`src/hdl/board_map_pkg.sv`:
```
// Board register map
package board_map_pkg;

    // ------------------------------------------------------------------------
    // address decode
    // ------------------------------------------------------------------------
    localparam int REG_ADDR_W = 16;             // word address, byte bits 17..2

    localparam logic [3:0] ADDR_MAIN   = 4'd0;  // block number in bits 15..12

    // offsets inside the main block, word-address bits 3..0
    localparam logic [3:0] REG_STATUS  = 4'd0;
    localparam logic [3:0] REG_WDOG    = 4'd3;  // watchdog period
    localparam logic [3:0] REG_VERSION = 4'd4;
    localparam logic [3:0] REG_TEMPSNS = 4'd5;  // temperature sensors
    localparam logic [3:0] REG_DIGIN   = 4'd10; // digital inputs

    // ------------------------------------------------------------------------
    // board identity
    // ------------------------------------------------------------------------
    localparam logic [3:0]  NUM_CHAN      = 4'd10;
    localparam logic [31:0] BOARD_VERSION = 32'h64524131;  // "dRA1"

    // status word bit positions, host software relies on these
    localparam int STATUS_RELAY_BIT      = 16;  // requested relay state
    localparam int STATUS_RELAY_MASK_BIT = 17;  // relay write enable
    localparam int STATUS_WDOG_BIT       = 23;  // watchdog timeout, write 1 clears

    // ------------------------------------------------------------------------
    // timing
    // ------------------------------------------------------------------------
    // sysclk cycles per watchdog period unit
    localparam int WDOG_TICK = 256;

    // 40 ms at 49.152 MHz before amps are let loose after mv_good
    localparam int MV_SETTLE_DEFAULT = 1966080;

endpackage

```
`src/hdl/axil_pkg.sv`:
```
// AXI4-Lite bus definitions
package axil_pkg;

    // byte address, covers the 16-bit word space of the register file
    localparam int AXIL_ADDR_W = 18;
    localparam int AXIL_DATA_W = 32;

    // response codes
    localparam logic [1:0] RESP_OKAY   = 2'b00;

endpackage

```
`src/hdl/axil_reg_bridge.sv`:
```
// AXI4-Lite to register file bridge
module axil_reg_bridge (
    input  logic                                 sysclk,
    input  logic                                 reset,

    // write address / data / response
    input  logic [axil_pkg::AXIL_ADDR_W-1:0]     s_axil_awaddr,
    input  logic                                 s_axil_awvalid,
    output logic                                 s_axil_awready,
    input  logic [axil_pkg::AXIL_DATA_W-1:0]     s_axil_wdata,
    input  logic [axil_pkg::AXIL_DATA_W/8-1:0]   s_axil_wstrb,
    input  logic                                 s_axil_wvalid,
    output logic                                 s_axil_wready,
    output logic [1:0]                           s_axil_bresp,
    output logic                                 s_axil_bvalid,
    input  logic                                 s_axil_bready,

    // read address / data
    input  logic [axil_pkg::AXIL_ADDR_W-1:0]     s_axil_araddr,
    input  logic                                 s_axil_arvalid,
    output logic                                 s_axil_arready,
    output logic [axil_pkg::AXIL_DATA_W-1:0]     s_axil_rdata,
    output logic [1:0]                           s_axil_rresp,
    output logic                                 s_axil_rvalid,
    input  logic                                 s_axil_rready,

    // register file side
    output logic [board_map_pkg::REG_ADDR_W-1:0] reg_raddr,
    output logic [board_map_pkg::REG_ADDR_W-1:0] reg_waddr,
    output logic [axil_pkg::AXIL_DATA_W-1:0]     reg_wdata,
    output logic                                 reg_wen,
    input  logic [axil_pkg::AXIL_DATA_W-1:0]     reg_rdata
);
    import axil_pkg::*;

    typedef enum logic [1:0] {
        ST_IDLE,    // waiting for a request, grants raised from here
        ST_WRESP,   // write response held until bready
        ST_RWAIT,   // register file capturing read data
        ST_RRESP    // read response held until rready
    } state_t;

    state_t state;

    // ------------------------------------------------------------------------
    // transfer sequencing, one at a time, writes win
    // ------------------------------------------------------------------------
    always_ff @(posedge sysclk) begin
        if (reset) begin
            state          <= ST_IDLE;
            s_axil_awready <= 1'b0;
            s_axil_wready  <= 1'b0;
            s_axil_arready <= 1'b0;
            s_axil_bvalid  <= 1'b0;
            s_axil_rvalid  <= 1'b0;
            reg_wen        <= 1'b0;
        end else begin
            reg_wen <= 1'b0;                            // single-cycle strobe
            case (state)
                ST_IDLE: begin
                    if (s_axil_awready) begin           // aw + w handshake now
                        s_axil_awready <= 1'b0;
                        s_axil_wready  <= 1'b0;
                        reg_wen        <= &s_axil_wstrb; // partial words dropped
                        s_axil_bvalid  <= 1'b1;
                        state          <= ST_WRESP;
                    end else if (s_axil_arready) begin  // ar handshake now
                        s_axil_arready <= 1'b0;
                        state          <= ST_RWAIT;
                    end else if (s_axil_awvalid && s_axil_wvalid) begin
                        s_axil_awready <= 1'b1;
                        s_axil_wready  <= 1'b1;
                    end else if (s_axil_arvalid) begin
                        s_axil_arready <= 1'b1;
                    end
                end
                ST_WRESP: begin
                    if (s_axil_bready) begin
                        s_axil_bvalid <= 1'b0;
                        state         <= ST_IDLE;
                    end
                end
                ST_RWAIT: begin
                    s_axil_rvalid <= 1'b1;              // reg_rdata lands this edge
                    state         <= ST_RRESP;
                end
                default: begin
                    if (s_axil_rready) begin
                        s_axil_rvalid <= 1'b0;
                        state         <= ST_IDLE;
                    end
                end
            endcase
        end
    end

    // address and data capture, byte to word address
    always_ff @(posedge sysclk) begin
        if (s_axil_awready) begin
            reg_waddr <= s_axil_awaddr[AXIL_ADDR_W-1:2];
            reg_wdata <= s_axil_wdata;
        end
        if (s_axil_arready)
            reg_raddr <= s_axil_araddr[AXIL_ADDR_W-1:2];  // held through response
    end

    assign s_axil_rdata = reg_rdata;  // decode lives in the register file
    assign s_axil_bresp = RESP_OKAY;
    assign s_axil_rresp = RESP_OKAY;

endmodule

```
`src/hdl/input_sync.sv`:
```
// Two-flop pin synchronizer
module input_sync #(
    parameter type payload_t = logic
) (
    input  logic     sysclk,
    input  logic     reset,
    input  payload_t async_in,   // board-domain pins
    output payload_t sync_out
);

    payload_t meta;  // first stage, may go metastable

    always_ff @(posedge sysclk) begin
        if (reset) begin
            meta     <= '0;
            sync_out <= '0;
        end else begin
            meta     <= async_in;
            sync_out <= meta;
        end
    end

endmodule

```
`src/hdl/board_regs.sv`:
```
// Board parameter registers
module board_regs #(
    parameter int MV_SETTLE = board_map_pkg::MV_SETTLE_DEFAULT  // cycles, scales with sysclk
) (
    input  logic                                 sysclk,
    input  logic                                 reset,

    // register file strobes
    input  logic [board_map_pkg::REG_ADDR_W-1:0] reg_raddr,
    input  logic [board_map_pkg::REG_ADDR_W-1:0] reg_waddr,
    input  logic [axil_pkg::AXIL_DATA_W-1:0]     reg_wdata,
    input  logic                                 reg_wen,
    output logic [axil_pkg::AXIL_DATA_W-1:0]     reg_rdata,

    // board state, already synchronous
    input  logic [3:0]                           board_id,    // rotary switch
    input  logic [31:0]                          dig_in,
    input  logic                                 mv_good,     // motor voltage good
    input  logic                                 relay,       // relay feedback
    input  logic                                 pwr_enable,
    input  logic                                 is_ecm,
    input  logic [31:0]                          temp_sense,
    input  logic [11:0]                          amp_status,

    output logic                                 relay_on,    // safety relay drive
    output logic                                 mv_amp_disable,
    output logic [15:0]                          wdog_period,
    output logic                                 wdog_clear,
    input  logic                                 wdog_timeout
);
    import board_map_pkg::*;

    localparam int CNT_W = $clog2(MV_SETTLE + 1);
    localparam logic [CNT_W-1:0] SETTLE_CNT = CNT_W'(MV_SETTLE);

    logic [31:0]      reg_status;
    logic             write_main;
    logic             read_main;
    logic [CNT_W-1:0] mv_cnt;     // cycles since mv_good came up

    // channel count and board id on top, amp feedback at the bottom
    assign reg_status = {NUM_CHAN, board_id,
                         wdog_timeout, is_ecm, 2'b00,
                         mv_good, pwr_enable, ~relay, relay_on,
                         4'b0000,
                         amp_status};

    // main block only, bits 7..4 must be clear
    assign write_main = reg_wen && (reg_waddr[15:12] == ADDR_MAIN) && (reg_waddr[7:4] == 4'd0);
    assign read_main  = (reg_raddr[15:12] == ADDR_MAIN) && (reg_raddr[7:4] == 4'd0);

    // ------------------------------------------------------------------------
    // host writes
    // ------------------------------------------------------------------------
    always_ff @(posedge sysclk) begin
        if (reset) begin
            relay_on    <= 1'b0;
            wdog_period <= 16'd0;   // watchdog off
            wdog_clear  <= 1'b0;
        end else begin
            wdog_clear <= write_main && (reg_waddr[3:0] == REG_STATUS)
                          && reg_wdata[STATUS_WDOG_BIT];
            if (wdog_timeout)
                relay_on <= 1'b0;   // timeout opens the safety loop
            else if (write_main && (reg_waddr[3:0] == REG_STATUS)
                     && reg_wdata[STATUS_RELAY_MASK_BIT])
                relay_on <= reg_wdata[STATUS_RELAY_BIT];
            if (write_main && (reg_waddr[3:0] == REG_WDOG))
                wdog_period <= reg_wdata[15:0];
        end
    end

    // read data, captured on any non-write cycle
    always_ff @(posedge sysclk) begin
        if (!reg_wen) begin
            if (!read_main)
                reg_rdata <= '0;
            else
                case (reg_raddr[3:0])
                    REG_STATUS:  reg_rdata <= reg_status;
                    REG_WDOG:    reg_rdata <= {16'd0, wdog_period};
                    REG_VERSION: reg_rdata <= BOARD_VERSION;
                    REG_TEMPSNS: reg_rdata <= temp_sense;
                    REG_DIGIN:   reg_rdata <= dig_in;
                    default:     reg_rdata <= '0;
                endcase
        end
    end

    // ------------------------------------------------------------------------
    // motor voltage settle, amps held off until supply is steady
    // ------------------------------------------------------------------------
    always_ff @(posedge sysclk) begin
        if (reset || !mv_good) begin
            mv_cnt         <= '0;
            mv_amp_disable <= 1'b1;
        end else if (mv_cnt < SETTLE_CNT) begin
            mv_cnt         <= mv_cnt + 1'b1;
            mv_amp_disable <= 1'b1;
        end else begin
            mv_amp_disable <= 1'b0;   // counter parks at limit
        end
    end

endmodule

```
`src/hdl/wdog_timer.sv`:
```
// Host activity watchdog
module wdog_timer (
    input  logic        sysclk,
    input  logic        reset,
    input  logic [15:0] wdog_period,   // units of WDOG_TICK cycles, 0 = off
    input  logic        kick,          // any host write
    input  logic        wdog_clear,
    output logic        wdog_timeout
);
    import board_map_pkg::*;

    localparam int CNT_W = 16 + $clog2(WDOG_TICK);

    logic [CNT_W-1:0] cnt;     // cycles since last kick
    logic [CNT_W-1:0] limit;
    logic             expired;

    assign limit = CNT_W'(wdog_period) * CNT_W'(WDOG_TICK);

    // a kick on the same cycle still counts as activity
    assign expired = (wdog_period != 16'd0) && (cnt >= limit) && !kick;

    // ------------------------------------------------------------------------
    // idle counter
    // ------------------------------------------------------------------------
    always_ff @(posedge sysclk) begin
        if (reset) begin
            cnt <= '0;
        end else if (kick || (wdog_period == 16'd0)) begin
            cnt <= '0;                  // restart, or parked when disabled
        end else if (cnt < limit) begin
            cnt <= cnt + 1'b1;          // saturates at the limit
        end
    end

    // sticky flag, only the host clears it
    always_ff @(posedge sysclk) begin
        if (reset || wdog_clear)
            wdog_timeout <= 1'b0;
        else if (expired)
            wdog_timeout <= 1'b1;
    end

endmodule

```
`src/hdl/board_ctrl_top.sv`:
```
// Board controller top level
module board_ctrl_top #(
    parameter int MV_SETTLE = board_map_pkg::MV_SETTLE_DEFAULT
) (
    input  logic                               sysclk,
    input  logic                               reset,

    // AXI4-Lite slave
    input  logic [axil_pkg::AXIL_ADDR_W-1:0]   s_axil_awaddr,
    input  logic                               s_axil_awvalid,
    output logic                               s_axil_awready,
    input  logic [axil_pkg::AXIL_DATA_W-1:0]   s_axil_wdata,
    input  logic [axil_pkg::AXIL_DATA_W/8-1:0] s_axil_wstrb,
    input  logic                               s_axil_wvalid,
    output logic                               s_axil_wready,
    output logic [1:0]                         s_axil_bresp,
    output logic                               s_axil_bvalid,
    input  logic                               s_axil_bready,
    input  logic [axil_pkg::AXIL_ADDR_W-1:0]   s_axil_araddr,
    input  logic                               s_axil_arvalid,
    output logic                               s_axil_arready,
    output logic [axil_pkg::AXIL_DATA_W-1:0]   s_axil_rdata,
    output logic [1:0]                         s_axil_rresp,
    output logic                               s_axil_rvalid,
    input  logic                               s_axil_rready,

    // board pins
    input  logic [3:0]                         board_id,
    input  logic [31:0]                        dig_in,
    input  logic                               mv_good,
    input  logic                               relay,
    input  logic                               safety_fb,
    input  logic                               pwr_enable,
    input  logic                               is_ecm,
    input  logic [31:0]                        temp_sense,   // from serial reader
    input  logic [11:0]                        amp_status,   // from serial reader

    output logic                               relay_on,
    output logic                               mv_amp_disable,
    output logic                               wdog_timeout
);
    import axil_pkg::*;
    import board_map_pkg::*;

    logic [REG_ADDR_W-1:0]  reg_raddr, reg_waddr;
    logic [AXIL_DATA_W-1:0] reg_wdata, reg_rdata;
    logic                   reg_wen;      // also the watchdog kick
    logic [3:0]             board_id_s;
    logic [31:0]            dig_in_s;
    logic [2:0]             flags_s;      // safety_fb, relay, mv_good
    logic [15:0]            wdog_period;
    logic                   wdog_clear;

    axil_reg_bridge bridge_i (.*);

    // ------------------------------------------------------------------------
    // slow board pins
    // ------------------------------------------------------------------------
    input_sync #(.payload_t(logic [3:0])) id_sync_i (
        .sysclk, .reset, .async_in(board_id), .sync_out(board_id_s));
    input_sync #(.payload_t(logic [31:0])) din_sync_i (
        .sysclk, .reset, .async_in(dig_in), .sync_out(dig_in_s));
    input_sync #(.payload_t(logic [2:0])) flag_sync_i (
        .sysclk, .reset, .async_in({safety_fb, relay, mv_good}), .sync_out(flags_s));

    board_regs #(.MV_SETTLE(MV_SETTLE)) regs_i (
        .sysclk, .reset, .reg_raddr, .reg_waddr, .reg_wdata, .reg_wen, .reg_rdata,
        .board_id(board_id_s), .dig_in(dig_in_s), .mv_good(flags_s[0]),
        .relay(flags_s[1]), .pwr_enable, .is_ecm, .temp_sense, .amp_status,
        .relay_on, .mv_amp_disable, .wdog_period, .wdog_clear, .wdog_timeout);

    wdog_timer wdog_i (
        .sysclk, .reset, .wdog_period, .kick(reg_wen), .wdog_clear, .wdog_timeout);

endmodule

```
`config.mk`:
```
export PLATFORM = sky130hd
export DESIGN_NAME = board_ctrl_top
export DESIGN_NICKNAME = d
export VERILOG_FILES = /design/src/hdl/board_map_pkg.sv /design/src/hdl/axil_pkg.sv /design/src/hdl/axil_reg_bridge.sv /design/src/hdl/input_sync.sv /design/src/hdl/board_regs.sv /design/src/hdl/wdog_timer.sv /design/src/hdl/board_ctrl_top.sv
export SDC_FILE = /design/constraint.sdc
export NUM_CORES = 1
export LEC_CHECK = 0
export CORE_MARGIN = 3
export CORE_UTILIZATION = 40
export DETAILED_ROUTE_END_ITERATION = 10
export DONT_BUFFER_PORTS = 1
export GPL_TIMING_DRIVEN = 0
export SYNTH_ARGS = -nofsm -noshare
export SYNTH_HDL_FRONTEND = slang
export SYNTH_HIERARCHICAL = 1
export SYNTH_SLANG_ARGS = --single-unit
```
`constraint.sdc`:
```
create_clock -name sysclk -period 5.5 [get_ports sysclk]
set_input_delay 0.825 -clock sysclk [delete_from_list [all_inputs] [get_ports sysclk]]
set_output_delay 0.825 -clock sysclk [all_outputs]
set_load 0.05 [all_outputs]
```
==> results of run 1 <==
-- worst max-delay path, cell delays in order (launching register included) --
cell,delay [ns]
edfxtp_1,0.37
clkbuf_1,0.21
nor2_1,0.39
and3_1,0.22
clkbuf_1,0.40
buf_1,0.67
nand2_1,0.12
a21oi_1,0.29
-- metrics by stage --
step / cells / instance area (µm²) / utilization (%)
2_1_floorplan: 858 / 9270 / -
6_report: 1193 / 10400 / 45.9
3_5_place_dp: 1144 / 9650 / 42.5
3_3_place_gp: 1143 / 9630 / 42.4
4_1_cts: 1188 / 10400 / 45.8
5_1_grt: 1191 / 10400 / 45.9
-- routing by layer --
metal / up-vias / share of wire, %
met5: - / 0.12
li1: 3104 / -
met1: 3018 / 43
met3: 48 / 8.9
met2: 224 / 45
met4: 8 / 2.6
-- layout make-up --
class                      count  share of cell area [%]
buffer                        75                    4.88
clock inverter                 5                   0.276
antenna                        5                   0.120
sequential                   224                    50.3
inverter                      24                   0.865
tap                          285                    3.42
timing repair buffer           1                   0.192
multi-input combinational    535                    33.0
clock buffer                  39                    6.98
-- power groups by stage --
stage	clock (mW)	combinational, mW	sequential (mW)
5_1_grt	1.64	0.152	1.81
6_report	1.53	0.138	1.80
3_5_place_dp	0	0.139	1.84
2_1_floorplan	0	0.104	1.84
3_3_place_gp	0	0.125	1.85
4_1_cts	1.58	0.139	1.80
-- registers in the layout, summed over array words and instances (netlist names), 2 cells and up --
name,cells
id_sync_i/meta,4
id_sync_i/sync_out,4
bridge_i/reg_wdata,19
flag_sync_i/sync_out,2
din_sync_i/meta,32
regs_i/wdog_period,16
flag_sync_i/meta,2
din_sync_i/sync_out,32
regs_i/reg_rdata,32
regs_i/mv_cnt,21
bridge_i/reg_waddr,12
bridge_i/state,2
bridge_i/reg_raddr,12
wdog_i/cnt,24
-- cell usage in the layout, fill, tap and decap left out, types with 14 or more instances in the layout --
cell,instances
a21oi_1,70
a222oi_1,18
buf_4,37
clkbuf_1,28
clkbuf_16,25
dfxtp_1,148
edfxtp_1,75
ha_1,19
inv_1,23
nand2_1,98
nand4_1,15
nor2_1,39
nor2b_1,19
nor2b_2,60
nor4_1,14
o21ai_0,26
or3_1,15
or4_1,17
-- worst max-delay path by stage --
| stage | depth (start not counted) | startpoint | endpoint | slack (ns) |
|---|---|---|---|---|
| 2_1_floorplan | 0 | bridge_i/s_axil_awready$_SDFFE_PP0N_ | s_axil_awready | 3.29 |
| 3_3_place_gp | 7 | bridge_i/reg_raddr[3]$_DFFE_PP_ | regs_i/reg_rdata[9]$_SDFFCE_PN0N_ | 2.68 |
| 3_5_place_dp | 7 | bridge_i/reg_raddr[3]$_DFFE_PP_ | regs_i/reg_rdata[10]$_SDFFCE_PN0N_ | 2.62 |
| 4_1_cts | 7 | bridge_i/reg_raddr[3]$_DFFE_PP_ | regs_i/reg_rdata[10]$_SDFFCE_PN0N_ | 2.62 |
| 5_1_grt | 7 | bridge_i/reg_raddr[3]$_DFFE_PP_ | regs_i/reg_rdata[10]$_SDFFCE_PN0N_ | 2.36 |
| 6_report | 7 | bridge_i/reg_raddr[3]$_DFFE_PP_ | regs_i/reg_rdata[10]$_SDFFCE_PN0N_ | 2.63 |
==> impl_results.md, run 1 <==
* Setup CP Type: flip-flop to flip-flop
* Total CTS buffers at 24
* Synthesized area at 9260 µm²
* Min-Delay Endpoint: id_sync_i/meta[2]$_SDFF_PP0_
* Worst R2R End: regs_i/reg_rdata[10]$_SDFFCE_PN0N_
* Top Usage Layer GRT: met2
* # Post-CTS Setup Buffers at 0
* Final Hold Viols at 0
* WP data required at 5.81 ns
* Gr ovfl total at 0
* M3 GR Usage at 5.63%
* Clk_skew at 0.0129 ns
* Setup violators final at 0
* P_int at 2.73 mW
* CTS tree: yes
* # port buffers at 0
* Setup tns final at 0 ns
* Die width at 158 µm
* WHS at 0.383 ns
* Maximum vdd drop at 0.242 mV
* DR iter-0 viols at 405
* Max Fclk at 349 MHz
* Clock Latency Late Sink at 0.51 ns
* Die height at 158 µm
* Post-route ant nets at 0
* Share of post-route cells with drive strength above 1 at 18.3%
* First-pass GRT wire length at 35100 µm
* Worst-Margin Slew at 1.15 ns
* FF-to-FF path depth at 7
* DRT Wirelength at 22900 µm
* Fin crit period at 2.87 ns
* R2r startpoint: bridge_i/reg_raddr[3]$_DFFE_PP_
* DR DRC count at 0
* Clock transition at path regs at 0.06 ns
* Logic pwr share at 4.0%
* Area of the multi-input gates at 3440 µm²
* Pins over their slew limit at 0
* Setup slack, reg-to-reg at 2.63 ns
* Initial Util at 40.8%
* Core box area at 22700 µm²
* Pwr/cell area at 333 nW/µm²
* Status: finished clean
* Met2 Use GR at 28.5%
* Worst hold path depth at 1
* TritonCTS Sinks at 224
* Critical Path Fanout Max at 10
* Grt met1 use at 24.2%
* Max cap viols at 0
* Final WS setup at 2.63 ns
* Drt pass-1 iters at 7
* Row count at 55
* Htree depth at 1
* Startpoint types: flip-flop
* RSZ-0062 raised after global routing: false
* Reg power frac at 51.9%
* Initial antenna violation count at 7
* Post-Syn Instances at 855
* Wire per inst at 19.2 µm
* Syn-to-layout area delta at 12.5%
* NetSw at 0.748 mW
* Syn. warnings at 6
* CTS resizes at 0
* Pin count of the biggest net entering global routing at 33
* Clock Power Share at 44.1%
* Avg Inst Size Synth at 10.8 µm²
* DIE AREA at 25000 µm²
* Path category of the worst min-delay check: primary input to flip-flop
* Relative slew slack at 23.1%
* I/O Pins at 208
* Fin crit share at 52.1%
* GRT Util Overall at 18.2%
* Nets at 1068
* Via-to-Cell Ratio at 5.37
* Root buffer cell: clkbuf_16
* Dpl hpwl at 16700 µm
* P_leak at 3.62 nW
* Design Power at 3.47 mW
* Vias in the first global route at 6252
* Worst slack, placed at 2.62 ns
* CTS Hold Bufs at 0
* Fill cells at 2130
* Hold path start: reset
* Gpl congestion at 0.904
* Bufs on Longest Clock Path at 3
* Worst EP arrival at 3.17 ns
* Via count at 6402
* CP Capture Type: flip-flop
* Register Area at 5240 µm²
* Switch share at 21.5%
Note: power is estimated with default switching activity, not from simulation.
==> run 2: changes to the inputs <==
- clock period: 5.5 -> 2.8 ns (I/O delays scaled with it)
==> run 2 against run 1 <==
  * First-iteration DRC count rose by 18%
  * Global-route usage rose by 0.77 points
  * Maximum frequency rose by 9.6%
  * Cell area rose by 4.4%
  * Clock power rose by 97%
  * Sequential power rose by 97%
  * Critical path type unchanged
  * Critical endpoint is now regs_i/reg_rdata[2]$_SDFFCE_PN0N_
  * Largest cell class unchanged
  * Largest power group unchanged
==> impl_results.md, run 2 (synthesized netlist as in run 1, its figures left out) <==
* WP data required at 3.10 ns (-2.71 ns)
* TritonCTS Sinks at 224 (unchanged)
* Status: finished clean
* Vias in the first global route at 6560 (+4.9%)
* CP Capture Type: flip-flop
* P_leak at 3.82 nW (+5.6%)
* Non-Filler Cell Area, Final at 10900 µm² (+4.4%)
* Logic pwr share at 4.7% (+0.7 points)
* Share of post-route cells with drive strength above 1 at 18.1% (-0.22 points)
* Max Fclk at 382 MHz (+9.6%)
* Worst path max stage delay at 0.42 ns (-0.25 ns)
* First-pass GRT wire length at 36700 µm (+4.3%)
* Gpl congestion at 0.904 (unchanged)
* Dpl cell area at 9650 µm² (unchanged)
* Switch share at 21.7% (+0.17 points)
* Gr ovfl total at 0 (unchanged)
* # port buffers at 0 (unchanged)
* Die width at 158 µm (unchanged)
* CTS tree: yes
* Critical Path Fanout Max at 10 (unchanged)
* WHS at 0.0378 ns (-0.345 ns)
* Nets at 1112 (+4.1%)
* Post-route ant nets at 0 (unchanged)
* Startpoint types: flip-flop
* Fin crit period at 2.62 ns (-0.250 ns)
* Via-to-Cell Ratio at 5.32 (-0.77%)
* Final WS setup at 0.184 ns (-2.45 ns)
* I/O Pins at 208 (unchanged)
* Cell mode on critical path: clkbuf_1
* Clock Latency Late Sink at 0.51 ns (about the same)
* Pwr/cell area at 633 nW/µm² (+90%)
* Maximum vdd drop at 0.483 mV (+100%)
* Clock Power Share at 43.8% (-0.3 points)
* Fin crit share at 93.4% (+41 points)
* Initial Util at 40.8% (unchanged)
* Setup CP Type: flip-flop to flip-flop
* Dpl hpwl at 16700 µm (unchanged)
* Via count at 6587 (+2.9%)
* DR iter-0 viols at 479 (+18%)
* Family with the most delay on the worst path: buffers and inverters
* Most common cell after layout, fill and taps aside: dfxtp_1
* Row count at 55 (unchanged)
* DR DRC count at 0 (unchanged)
* Root buffer cell: clkbuf_16
* Worst path slowest cell: buf_2
* Syn-to-layout area delta at 17.5%
* Wire per inst at 19.2 µm (+0.15%)
* R2r startpoint: bridge_i/reg_raddr[3]$_DFFE_PP_
* Htree depth at 1 (unchanged)
* Placed cell count at 1144 (unchanged)
* RSZ-0062 raised after global routing: false
* Critical path, cell by cell: clkbuf_1, nor2_1, and3_1, clkbuf_1, buf_2, nand2_1, a21oi_1
* Total CTS buffers at 24 (unchanged)
* Post-Layout Cell Count at 1237 (+3.7%)
* Worst EP arrival at 2.91 ns (-0.26 ns)
* DRT Wirelength at 23800 µm (+3.8%)
* Reg power frac at 51.4% (-0.5 points)
* Design Power at 6.89 mW (+98%)
* DIE AREA at 25000 µm² (unchanged)
* Worst-Margin Slew at 1.12 ns (-0.0329 ns)
* GRT Util Overall at 18.9% (+0.77 points)
* Core box area at 22700 µm² (unchanged)
* WP buf/inv at 3 (unchanged)
* Die height at 158 µm (unchanged)
* CP Launch Point: bridge_i/reg_raddr[3]$_DFFE_PP_
* Relative slew slack at 25.3% (+2.2 points)
* P_int at 5.40 mW (+98%)
* Setup violators final at 0 (unchanged)
* Clk_skew at 0.0114 ns (-0.00146 ns)
* Pins over their slew limit at 0 (unchanged)
* Hold path start: dig_in[11]
* Top flop regs: din_sync_i/meta (32), din_sync_i/sync_out (32), regs_i/reg_rdata (32)
* Final Hold Viols at 0 (unchanged)
* Path category of the worst min-delay check: primary input to flip-flop
* Most frequent cells in the layout: dfxtp_1, nand2_1, edfxtp_1
* Pin count of the biggest net entering global routing at 33 (unchanged)
* Clock transition at path regs at 0.06 ns (about the same)
* Initial antenna violation count at 7 (unchanged)
* NetSw at 1.50 mW (+100%)
* Worst slack, placed at -0.0785 ns (-2.70 ns)
* Max cap viols at 0 (unchanged)
* # Post-CTS Setup Buffers at 0 (unchanged)
* Bufs on Longest Clock Path at 3 (unchanged)
* Drt pass-1 iters at 5 (-2)
## run 2: through the flow
stage          setup TNS (ns)  util (%)
2_1_floorplan               0         -
3_3_place_gp          -0.0370      42.4
3_5_place_dp           -0.182      42.5
4_1_cts                     0      47.8
5_1_grt                     0      47.9
6_report                    0      47.9
## run 2: timing repair
action / CTS / global route
setup endpoints to repair: 3 / 12
resized for setup: 1 / 9
hold buffers: 44 / 0
hold endpoints to repair: 55 / 0
## run 2: cell type report
class,count,area (µm²)
Clock inverter,5,28.8
Inverter,24,90.1
Timing Repair Buffer,45,460
Tap cell,285,357
Sequential cell,224,5240
Fill cell,2096,11800
Clock buffer,39,727
Buffer,75,513
Multi-Input combinational cell,535,3460
Antenna cell,5,12.5
## run 2: final timing paths
path / end / slack (ns) / cells after the start
setup / recovery: regs_i/reg_rdata[2]$_SDFFCE_PN0N_ / 0.18 / 7
hold / removal: din_sync_i/meta[11]$_SDFF_PP0_ / 0.04 / 1
setup reg to reg: regs_i/reg_rdata[2]$_SDFFCE_PN0N_ / 0.18 / 7
hold reg to reg: id_sync_i/sync_out[2]$_SDFF_PP0_ / 0.43 / 1
## run 2: layer usage
layer	global-route usage, %	wire [µm]	vias to the layer above
met4	5.94	602	8
met5	0	27	-
met1	24.8	10200	3097
li1	-	-	3193
met2	30.5	11000	240
met3	5.28	2010	49
## run 2: power groups by stage
stage | Clock [mW] | Combinational [mW] | Sequential (mW)
3_3_place_gp | 0 | 0.246 | 3.63
6_report | 3.02 | 0.326 | 3.54
4_1_cts | 3.10 | 0.325 | 3.54
3_5_place_dp | 0 | 0.272 | 3.61
2_1_floorplan | 0 | 0.205 | 3.61
5_1_grt | 3.23 | 0.357 | 3.55
==> run 3: changes to the inputs <==
- CTS_BUF_LIST: not set -> sky130_fd_sc_hd__clkbuf_8
- GPL_TIMING_DRIVEN: 0 -> not set
==> run 3 against run 2 <==
  * Flip-flop and latch count unchanged
  * Via count is 1.3% lower
  * Largest power group unchanged
  * Register-to-register slack improved by 0.15 ns
  * Sequential power about the same
  * Hold slack got worse by 0.0057 ns
  * Global-route usage decreased by 0.57 points
  * Critical endpoint is now wdog_i/cnt[12]$_SDFFE_PP0N_
==> impl_results.md, run 3 (synthesized netlist as in run 1, its figures left out) <==
* Status: finished clean
* Syn-to-layout area delta at 15.5%
* # port buffers at 0 (unchanged)
* Bufs on Longest Clock Path at 3 (unchanged)
* Vias in the first global route at 6551 (-0.14%)
* Max cap viols at 0 (unchanged)
* DIE AREA at 25000 µm² (unchanged)
* Most frequent cells in the layout: dfxtp_1, nand2_1, edfxtp_1
* Critical Path Fanout Max at 21 (+11)
* Post-route ant nets at 0 (unchanged)
* Most common cell after layout, fill and taps aside: dfxtp_1
* Clock Latency Late Sink at 0.52 ns (about the same)
* Startpoint types: flip-flop
* DRT Wirelength at 22800 µm (-3.9%)
* Pins over their slew limit at 0 (unchanged)
* Relative slew slack at 21.3% (-4.0 points)
* GRT Util Overall at 18.3% (-0.57 points)
* Max Fclk at 406 MHz (+6.2%)
* Nets at 1093 (-1.7%)
* WHS at 0.0321 ns (-0.00574 ns)
* DR iter-0 viols at 507 (+5.8%)
* Via-to-Cell Ratio at 5.31 (-0.37%)
* Fin crit period at 2.46 ns (-0.152 ns)
* Dpl hpwl at 15000 µm (-9.8%)
* RSZ-0062 raised after global routing: false
* TritonCTS Sinks at 224 (unchanged)
* Setup tns final at 0 ns (unchanged)
* CTS tree: yes
* Pin count of the biggest net entering global routing at 87 (+160%)
* Fill cells at 2121 (+1.2%)
* Worst-Margin Slew at 1.18 ns (+0.0605 ns)
* Path category of the worst min-delay check: primary input to flip-flop
* Final WS setup at 0.336 ns (+0.152 ns)
* Worst slack, placed at 0.347 ns (+0.426 ns)
* Worst EP arrival at 2.90 ns (about the same)
* Initial antenna violation count at 1 (-6)
* Maximum vdd drop at 0.445 mV (-7.8%)
* Final Hold Viols at 0 (unchanged)
* Row count at 55 (unchanged)
* Antenna diodes at 0 (-5)
* Total CTS buffers at 39 (+63%)
* Gr ovfl total at 0 (unchanged)
* Die height at 158 µm (unchanged)
* Via count at 6499 (-1.3%)
* Setup CP Type: flip-flop to flip-flop
* CTS resizes at 0 (-1)
* P_leak at 3.79 nW (-0.92%)
* Setup violators final at 0 (unchanged)
* WP data required at 3.24 ns (+0.14 ns)
* Top flop regs: din_sync_i/meta (32), din_sync_i/sync_out (32), regs_i/reg_rdata (32)
* Htree depth at 2 (+1)
* Fin crit share at 88.0% (-5.4 points)
* Post-Layout Cell Count at 1225 (-0.97%)
* I/O Pins at 208 (unchanged)
* DR DRC count at 0 (unchanged)
* Clock transition at path regs at 0.06 ns (about the same)
* Initial Util at 40.8% (unchanged)
* Placed cell count at 1093 (-4.5%)
* Die width at 158 µm (unchanged)
* Gpl congestion at 0.831 (-8.2%)
* Core box area at 22700 µm² (unchanged)
* Wire per inst at 18.6 µm (-3.0%)
* Design Power at 6.68 mW (-3.1%)
* Share of post-route cells with drive strength above 1 at 16.2% (-1.9 points)
* First-pass GRT wire length at 35900 µm (-2.1%)
* CP Capture Type: flip-flop
* Drt pass-1 iters at 6 (+1)
* Pwr/cell area at 624 nW/µm² (-1.5%)
* Clk_skew at 0.0315 ns (+0.0200 ns)
* Root buffer cell: clkbuf_8
-- run 3: changes by cell type in the layout (fill, tap and decap cells not counted), moves of 2 or more --
cell | previous run | this run
clkbuf_8 | 4 | 43
clkbuf_1 | 25 | 0
clkbuf_16 | 25 | 0
inv_1 | 23 | 45
dlygate4sd3_1 | 44 | 60
buf_4 | 37 | 25
buf_6 | 8 | 0
buf_2 | 5 | 0
diode_2 | 5 | 0
clkbuf_2 | 4 | 0
buf_1 | 2 | 0
buf_8 | 2 | 0
clkbuf_4 | 2 | 0
-- run 3: timing repair --
item	in CTS	in global routing
hold endpoints to repair	129	0
setup buffers	0	0
hold buffers	61	0
-- run 3: layer usage --
metal | up-vias | wire length, µm | GRT usage, %
li1 | 3150 | - | -
met1 | 3078 | 10100 | 23.8
met2 | 228 | 10500 | 29.6
met3 | 41 | 1720 | 5.41
met4 | 2 | 529 | 6.02
met5 | - | 7 | 0
-- run 3: power by group --
group          total, mW  internal (mW)  leakage, nW  switching (mW)
Sequential          3.57           3.47         2.01           0.106
Combinational      0.292          0.152         1.33           0.140
Clock               2.81           1.51        0.458            1.30
Total               6.68           5.13         3.79            1.55
-- run 3: layout make-up --
cell class              count  area (µm²)  share of cell area, %
repair buffers             86         816                   7.62
clock buffers              43         592                   5.53
multi-input cells         535        3460                   32.4
well taps                 285         357                   3.33
flip-flops and latches    224        5240                   48.9
clock inverters            28         145                   1.36
inverters                  24        90.1                  0.842
-- run 3: worst paths after layout --
check	startpoint	to	slack, ns	depth (start not counted)
worst min register to register	din_sync_i/meta[8]$_SDFF_PP0_	din_sync_i/sync_out[8]$_SDFF_PP0_	0.43	1
worst max register to register	regs_i/wdog_period[1]$_SDFFE_PP0P_	wdog_i/cnt[12]$_SDFFE_PP0N_	0.34	8
worst min-delay path	relay	flag_sync_i/meta[1]$_SDFF_PP0_	0.03	1
worst max-delay path	regs_i/wdog_period[1]$_SDFFE_PP0P_	wdog_i/cnt[12]$_SDFFE_PP0N_	0.34	8
-- run 3: stage by stage --
| step | utilization (%) | area (µm²) |
|---|---|---|
| 3_5_place_dp | 41.1 | 9340 |
| 6_report | 47.1 | 10700 |
| 3_3_place_gp | 41.1 | 9340 |
| 4_1_cts | 47.1 | 10700 |
| 2_1_floorplan | - | 9270 |
| 5_1_grt | 47.1 | 10700 |
-- run 3: critical path: stages (launching register included) --
cell and delay [ns]:
dfxtp_1 0.42, inv_1 0.07, ha_1 0.31, nand2b_1 0.07, a21oi_1 0.07, o21ai_2 0.28, nand3_2 0.40, or4_1 0.61
a21oi_1 0.14
